`src/source/mio_pkg.sv`:
```
package mio_pkg;

   // ################################################
   // Widths and counts
   // ################################################

   localparam int aw     = 32;            // Address width
   localparam int pw     = 2 * aw + 40;   // Mesh packet width
   localparam int miow   = 8;             // Link beat width
   localparam int nbeats = pw / miow;     // Beats per packet
   localparam int cw     = $clog2(nbeats + 1);

   // IO strobe once every io_div clocks
   localparam int io_div = 2;
   localparam int iow    = (io_div > 1) ? $clog2(io_div) : 1;

   // ################################################
   // Packet and beat types
   // ################################################

   // Listed MSB first so write lands on bit 0
   typedef struct packed {
      logic [aw-1:0] srcaddr;   // Bits 103 to 72
      logic [31:0]   data;      // Bits 71 to 40
      logic [aw-1:0] dstaddr;   // Bits 39 to 8
      logic [4:0]    ctrlmode;
      logic [1:0]    datamode;
      logic          write;     // Bit 0
   } emesh_packet_t;

   // One narrow transfer on the link
   typedef struct packed {
      logic            access;
      logic [miow-1:0] data;
   } link_beat_t;

endpackage
```
`src/source/mio_loopback.sv`:
```
`timescale 1ns/1ps

module mio_loopback (
   input  logic                   clk,
   input  logic                   rst_n,
   // Core input
   input  logic                   access_in,
   input  mio_pkg::emesh_packet_t packet_in,
   output logic                   wait_out,
   // Core output
   output logic                   access_out,
   output mio_pkg::emesh_packet_t packet_out,
   input  logic                   wait_in
);

   import mio_pkg::*;

   // ################################################
   // Link wires
   // ################################################

   link_beat_t tx_beat;     // Serializer to pacer
   logic       link_wait;
   link_beat_t rx_beat;     // Pacer to deserializer
   logic       rx_wait;

   mio_tx_serializer i_tx (
      .clk       (clk),
      .rst_n     (rst_n),
      .access_in (access_in),
      .packet_in (packet_in),
      .wait_out  (wait_out),
      .tx_beat   (tx_beat),
      .link_wait (link_wait)
   );

   // Narrow link at IO rate
   mio_link_pacer i_link (
      .clk       (clk),
      .rst_n     (rst_n),
      .tx_beat   (tx_beat),
      .link_wait (link_wait),
      .rx_beat   (rx_beat),
      .rx_wait   (rx_wait)
   );

   mio_rx_deserializer i_rx (
      .clk        (clk),
      .rst_n      (rst_n),
      .rx_beat    (rx_beat),
      .rx_wait    (rx_wait),
      .access_out (access_out),
      .packet_out (packet_out),
      .wait_in    (wait_in)
   );

endmodule

```
`src/source/mio_rx_deserializer.sv`:
```
`timescale 1ns/1ps

module mio_rx_deserializer (
   input  logic                   clk,
   input  logic                   rst_n,
   // Link side
   input  mio_pkg::link_beat_t    rx_beat,
   output logic                   rx_wait,
   // Core side
   output logic                   access_out,
   output mio_pkg::emesh_packet_t packet_out,
   input  logic                   wait_in
);

   import mio_pkg::*;

   // ################################################
   // State
   // ################################################

   logic [pw-1:0] shift_q;   // Assembly register, also the output word
   logic [cw-1:0] cnt_q;     // Beats collected
   logic          valid_q;   // Finished packet waiting

   logic last;
   logic consume;

   assign last    = (cnt_q == cw'(nbeats - 1));
   assign consume = valid_q && !wait_in;

   // ################################################
   // Beat collection
   // ################################################

   // New beat enters at the top and moves down
   always_ff @(posedge clk) begin
      if (rx_beat.access) begin
         shift_q <= {rx_beat.data, shift_q[pw-1:miow]};
      end
   end

   always_ff @(posedge clk or negedge rst_n) begin
      if (!rst_n) begin
         cnt_q <= '0;
      end else if (rx_beat.access) begin
         if (last) begin
            cnt_q <= '0;
         end else begin
            cnt_q <= cnt_q + 1'b1;
         end
      end
   end

   // ################################################
   // Output handshake
   // ################################################

   always_ff @(posedge clk or negedge rst_n) begin
      if (!rst_n) begin
         valid_q <= 1'b0;
      end else if (rx_beat.access && last) begin
         valid_q <= 1'b1;                               // Thirteenth beat in
      end else if (consume) begin
         valid_q <= 1'b0;
      end
   end

   assign access_out = valid_q;
   assign rx_wait    = valid_q;                         // Freeze pacer while held
   assign packet_out = emesh_packet_t'(shift_q);

   // Held output must not move under back-pressure
   a_hold_out : assert property (
      @(posedge clk) disable iff (!rst_n)
      (access_out && wait_in) |=> (access_out && $stable(packet_out))
   );

   // No beat may land on a packet that is still on the output
   a_no_overrun : assert property (
      @(posedge clk) disable iff (!rst_n)
      valid_q |-> !rx_beat.access
   );

endmodule

```
`src/source/mio_link_pacer.sv`:
```
`timescale 1ns/1ps

module mio_link_pacer (
   input  logic                clk,
   input  logic                rst_n,
   // From serializer
   input  mio_pkg::link_beat_t tx_beat,
   output logic                link_wait,
   // To deserializer
   output mio_pkg::link_beat_t rx_beat,
   input  logic                rx_wait
);

   import mio_pkg::*;

   logic [iow-1:0]  div_q;    // Strobe divider
   logic            strobe;
   logic            full_q;   // Link register occupied
   logic [miow-1:0] data_q;
   logic            take;
   logic            fwd;

   // ################################################
   // IO strobe
   // ################################################

   assign strobe = (div_q == iow'(io_div - 1));

   always_ff @(posedge clk or negedge rst_n) begin
      if (!rst_n) begin
         div_q <= '0;
      end else if (strobe) begin
         div_q <= '0;                                   // Wrap
      end else begin
         div_q <= div_q + 1'b1;
      end
   end

   // ################################################
   // One beat link register
   // ################################################

   assign take = tx_beat.access && !full_q;             // Only when empty
   assign fwd  = full_q && strobe && !rx_wait;          // Release on strobe

   always_ff @(posedge clk or negedge rst_n) begin
      if (!rst_n) begin
         full_q <= 1'b0;
      end else if (take) begin
         full_q <= 1'b1;
      end else if (fwd) begin
         full_q <= 1'b0;
      end
   end

   always_ff @(posedge clk) begin
      if (take) data_q <= tx_beat.data;
   end

   assign link_wait = full_q;
   assign rx_beat   = '{access: fwd, data: data_q};

   // Beats leave only on a strobe and never into a held receiver
   a_strobe_only : assert property (
      @(posedge clk) disable iff (!rst_n)
      rx_beat.access |-> (strobe && !rx_wait)
   );

endmodule

```
`src/source/mio_tx_serializer.sv`:
```
`timescale 1ns/1ps

module mio_tx_serializer (
   input  logic                  clk,
   input  logic                  rst_n,
   // Core side
   input  logic                  access_in,
   input  mio_pkg::emesh_packet_t packet_in,
   output logic                  wait_out,
   // Link side
   output mio_pkg::link_beat_t   tx_beat,
   input  logic                  link_wait
);

   import mio_pkg::*;

   // ################################################
   // State
   // ################################################

   logic [pw-1:0] shift_q;   // Unsent bytes, next one lowest
   logic [cw-1:0] cnt_q;     // Beats sent so far
   logic          busy_q;    // Packet still held

   logic accept;
   logic take;
   logic last;

   assign accept = access_in && !busy_q;
   assign take   = tx_beat.access && !link_wait;        // Pacer takes beat
   assign last   = (cnt_q == cw'(nbeats - 1));

   // ################################################
   // Control
   // ################################################

   always_ff @(posedge clk or negedge rst_n) begin
      if (!rst_n) begin
         busy_q <= 1'b0;
         cnt_q  <= '0;
      end else begin
         if (accept) begin
            busy_q <= 1'b1;
            cnt_q  <= '0;
         end else if (take) begin
            cnt_q <= cnt_q + 1'b1;
            if (last) begin
               busy_q <= 1'b0;                          // Free after final beat
               cnt_q  <= '0;
            end
         end
      end
   end

   // Payload shifter, lowest byte goes out first
   always_ff @(posedge clk) begin
      if (accept) begin
         shift_q <= packet_in;
      end else if (take) begin
         shift_q <= shift_q >> miow;
      end
   end

   // Outputs
   assign wait_out = busy_q;
   assign tx_beat  = '{access: busy_q, data: shift_q[miow-1:0]};

   // Beat count bounded by packet length
   a_cnt_range : assert property (
      @(posedge clk) disable iff (!rst_n)
      cnt_q <= cw'(nbeats)
   );

endmodule

```
`config.mk`:
```
export PLATFORM = sky130hd
export DESIGN_NAME = mio_loopback
export DESIGN_NICKNAME = d
export VERILOG_FILES = /design/src/source/mio_pkg.sv /design/src/source/mio_loopback.sv /design/src/source/mio_rx_deserializer.sv /design/src/source/mio_link_pacer.sv /design/src/source/mio_tx_serializer.sv
export SDC_FILE = /design/constraint.sdc
export NUM_CORES = 1
export LEC_CHECK = 0
export BUFFER_PORTS_ARGS = -buffer_cell sky130_fd_sc_hd__buf_2
export CAP_MARGIN = 20
export CORE_MARGIN = 1.5
export CORE_UTILIZATION = 52
export CTS_CLUSTER_DIAMETER = 100
export CTS_CLUSTER_SIZE = 30
export DETAILED_ROUTE_END_ITERATION = 8
export PLACE_DENSITY_LB_ADDON = 0.3
export SYNTH_ARGS = -nofsm -noshare
export SYNTH_HDL_FRONTEND = slang
export SYNTH_SLANG_ARGS = --single-unit
export TNS_END_PERCENT = 1
```
`constraint.sdc`:
```
create_clock -name clk -period 4 [get_ports clk]
set_input_delay 0.6 -clock clk [delete_from_list [all_inputs] [get_ports clk]]
set_output_delay 0.6 -clock clk [all_outputs]
set_load 0.01 [all_outputs]
```
==> results.txt <==
* Status: finished clean
- In this run the tool buffered the top-level ports with 213 buffer cells.
* I/O Pins: 214
* Net Count, Synth: 708
* Antenna violations before repair: 2
- Met3 Use GR: 4.831%
* Ratio of cells with drive above 1 in the final layout: 29.14%
- Starting Density: 52.89%
- Residual DRC count: 0
* Largest stage delay on the critical path: 0.65 ns
- Filler Cell Count: 1278
- Final hold violation count: 0
- Async set-or-reset flop fraction in the synthesized netlist: 5.263%
- The via count of the first global-routing pass was 4879.
- The tightest min-delay check is of the input port to flop type.
- The area growth from synthesis to layout is 19.02%.
* Max Freq: 473.3 MHz
- Root buffer cell: sky130_fd_sc_hd__clkbuf_16
- Of the total synthesized cell area, the portion taken by XOR and XNOR cells is 0%.
- Maximum number of pins on one net before global-route repair: 101
- Post-synthesis share of cell area spent on full adders, half adders and majority gates: 0.6001%
- Critical-path cell with the highest stage delay: sky130_fd_sc_hd__nand2_4
- VDD sags by at most 0.0004229 V.
- WS Path Type: flop to flop
* Worst R2R Setup Slack: 1.89 ns
- The tool flagged a number of max-cap violations equal to 0.
* Placer congestion estimate: 0.8000
* Multiplexer fraction of the synthesized cell area: 0%
- The synthesized netlist devotes 14.58% of its cell area to simple gates.
- Startpoint of the lowest-slack register-to-register path: i_tx.wait_out
* Post-synthesis sequential area ratio: 81.37%
* Busiest metal layer after global routing: met2
- Pre-Repair DR Iteration Count: 4
* CTS buffer count: 11
* Area of the mapped netlist: 8340 um2
- No sink is reached through more buffers than the 3 on the longest clock path.
* HPWL after detailed placement: 10.77 mm
* Drt wl/cell: 15.30 um
- Final setup vio count: 0
* R2r worst-path depth: 3
- Cell family with the largest share of critical-path delay: simple AND/OR/NAND/NOR gates
- STA classifies the critical path startpoint as a flop.
- A synthesized cell averages 13.99 um2.
- NumNets Final: 918
- Buffers inserted to repair hold after CTS numbered 1.
* Site row count: 46
- Overall routing resource usage: 18.55%
- Worst Hold Depth: 3
- The final route contains 5052 vias.
- Post-route clock skew: 0.01267 ns
- Setup repair after global routing left no endpoint under its margin.
- Synthesis instantiated 23 different standard cells from the library.
- Capturing element type of the critical path: flop
- Post-synthesis compound-gate area fraction: 1.305%
- The synthesized design contains 216 enable-type register cells.
- For hold timing, the worst endpoint is i_rx.access_out.
* Core outline area: 15770 um2
- Once the clock tree was built, the setup fixing pass inserted 0 buffers.
- The die is 129.6 um wide.
- Final worst path period share: 52.82%
* Number of synthesized register bits: 228
- The number of buffers and inverters on the critical path is 1.
- Using the TritonRoute via totals, the vias-per-cell ratio works out to 4.914.
* Met2 Resource Use GR: 30.97%
- CP max FO: 61
* Number of sinks driven by the clock tree: 228
- The floorplan step defined a die boundary enclosing 16810 um2.
- Count of warnings emitted by yosys: 0
- Dividing total power by cell area gives a power density of 671.9 nW/um2.
- After synthesis, the largest family of logic cells by area is simple AND/OR/NAND/NOR gates.
- The startpoint identified for the worst hold timing path is wait_in.
* Setup_tns: 0 ns
* Data arrival time of the critical path: 2.25 ns
- Max Transition Viols Final: 0
- Endpoint of the worst-slack reg-to-reg timing path: i_tx.shift_q[48]
- For met1 alone, demand over resource in global routing was 24.16%.
* Most used flip-flop cell after synthesis: sky130_fd_sc_hd__edfxtp_1
- Ordered list of cells on the worst path: nand2b_1, nand2_4, buf_4
- Number of gates resized after CTS: 0
- Level count of the clock H-tree: 1
- The worst path needs 2.113 ns of the cycle, external delays included.
* Final Non-Filler Cells: 1028
- For the pin with the worst max-slew slack, the measured transition is 0.9553 ns.
- Post-Syn Instances: 596
- Summed over all cells, the static leakage comes to 4.293 nW.
- The die is 129.6 um tall.
- Headroom to the max-slew limit came out at 36.31%.
- Drt total wl: 15.73 mm
* Clock insertion delay at the later pin of the skew report: 0.46 ns
- Number of violations reported at the end of detailed-routing iteration 0: 361
- Total congestion overflow: 0
- The first global-routing pass estimated 24.45 mm of wire.
- Once placement completed, the tool counted placed cells totaling 1008.
- Antenna violation net count after detailed routing: 0
- CTS tree: done
* Required time reported for the critical path endpoint: 4.14 ns
* Clock slew at reported path FFs: 0.11 ns
==> where the power goes <==
part | switching, W | internal (W) | leakage, nW
Sequential | 0.000222 | 0.00374 | 2.28
Combinational | 0.00109 | 0.000413 | 1.87
Clock | 0.000681 | 0.000526 | 0.148
==> worst register-to-register path, delay by kind of cell, from the launching register on <==
family | cells | cell delay (ns)
flip-flops | 1 | 0.48
AND/OR/NAND/NOR | 2 | 0.86
buffers and inverters | 1 | 0.47
==> cell usage in the layout, fill, tap and decap left out, types with 5 or more instances in the layout <==
master                        n
sky130_fd_sc_hd__o21ai_0      6
sky130_fd_sc_hd__dfrtp_1     12
sky130_fd_sc_hd__and2_1       8
sky130_fd_sc_hd__nand2_1    294
sky130_fd_sc_hd__inv_1        7
sky130_fd_sc_hd__clkbuf_1     5
sky130_fd_sc_hd__buf_4        6
sky130_fd_sc_hd__nand3_1      5
sky130_fd_sc_hd__edfxtp_1   216
sky130_fd_sc_hd__buf_2      213
sky130_fd_sc_hd__clkbuf_16   11
==> routing by layer <==
layer  vias up  wire length (um)
li1       2441                 -
met1      2389              6534
met2       195              7477
met3        27              1307
met4         0               406
met5         -                 0
==> area by class of cell <==
cell class                 count  area, um2  area share [%]
antenna                        2      5.005         0.05042
clock buffer                  16      294.0           2.962
clock inverter                 1      16.27          0.1639
inverter                       9      36.28          0.3655
multi-input combinational    336       1398           14.08
sequential                   228       6787           68.36
tap                          216      270.3           2.722
timing repair buffer         220       1121           11.29
==> logic make-up (layout without fill, tap and decap cells) <==
kind of cell               after synthesis  after routing
buffers and inverters                   32            246
other                                    0              2
adders and majority gates                4              4
AOI/OAI and AO/OA                       18             18
DFF                                    228            228
and+or+nand+nor                        314            314
==> sequential cells by signal, indices dropped and copies added, names as in the netlist <==
name              flops
i_rx.cnt_q            4
i_tx.cnt_q            4
i_link.data_q         8
i_rx.packet_out     104
i_link.div_q          1
i_tx.shift_q        104
i_link.link_wait      1
i_tx.wait_out         1
i_rx.access_out       1
==> cell usage after synthesis (2+ instances only) <==
cell,n,area share (%)
sky130_fd_sc_hd__nand2_1,295,13
sky130_fd_sc_hd__o21ai_0,6,0.36
sky130_fd_sc_hd__and2_1,8,0.60
sky130_fd_sc_hd__o21ai_1,2,0.12
sky130_fd_sc_hd__ha_1,4,0.60
sky130_fd_sc_hd__dfrtp_1,12,3.6
sky130_fd_sc_hd__a21oi_1,4,0.24
sky130_fd_sc_hd__buf_2,14,0.84
sky130_fd_sc_hd__nand2b_1,2,0.15
sky130_fd_sc_hd__inv_1,8,0.36
sky130_fd_sc_hd__nand3_1,5,0.30
sky130_fd_sc_hd__buf_6,2,0.27
sky130_fd_sc_hd__o31ai_1,2,0.18
sky130_fd_sc_hd__edfxtp_1,216,78
sky130_fd_sc_hd__buf_4,7,0.63
sky130_fd_sc_hd__nor2_1,2,0.090
==> worst max-delay path by stage <==
stage / endpoint / startpoint / cells after the start
2_1_floorplan: i_tx.shift_q[0] / access_in / 4
3_3_place_gp: i_tx.shift_q[31] / access_in / 4
3_5_place_dp: i_tx.shift_q[31] / access_in / 4
4_1_cts: i_tx.shift_q[39] / i_tx.wait_out / 3
5_1_grt: i_tx.shift_q[47] / i_tx.wait_out / 3
6_report: i_tx.shift_q[48] / i_tx.wait_out / 3
==> per-stage QoR <==
stage               setup WS (ns)  hold WS, ns  total power [W]  utilization, %  area, um2
floorplan                  0.3528       0.3044         0.005150               -       8341
global placement            1.851       0.4006         0.005424           60.89       9602
detailed placement          1.804       0.4045         0.005553           60.89       9602
CTS                         1.860       0.3468         0.006744           62.92       9922
global route                1.740       0.3630         0.007077           62.93       9925
finish                      1.887       0.3635         0.006670           62.95       9927
Note: power is estimated with default switching activity, not from simulation.
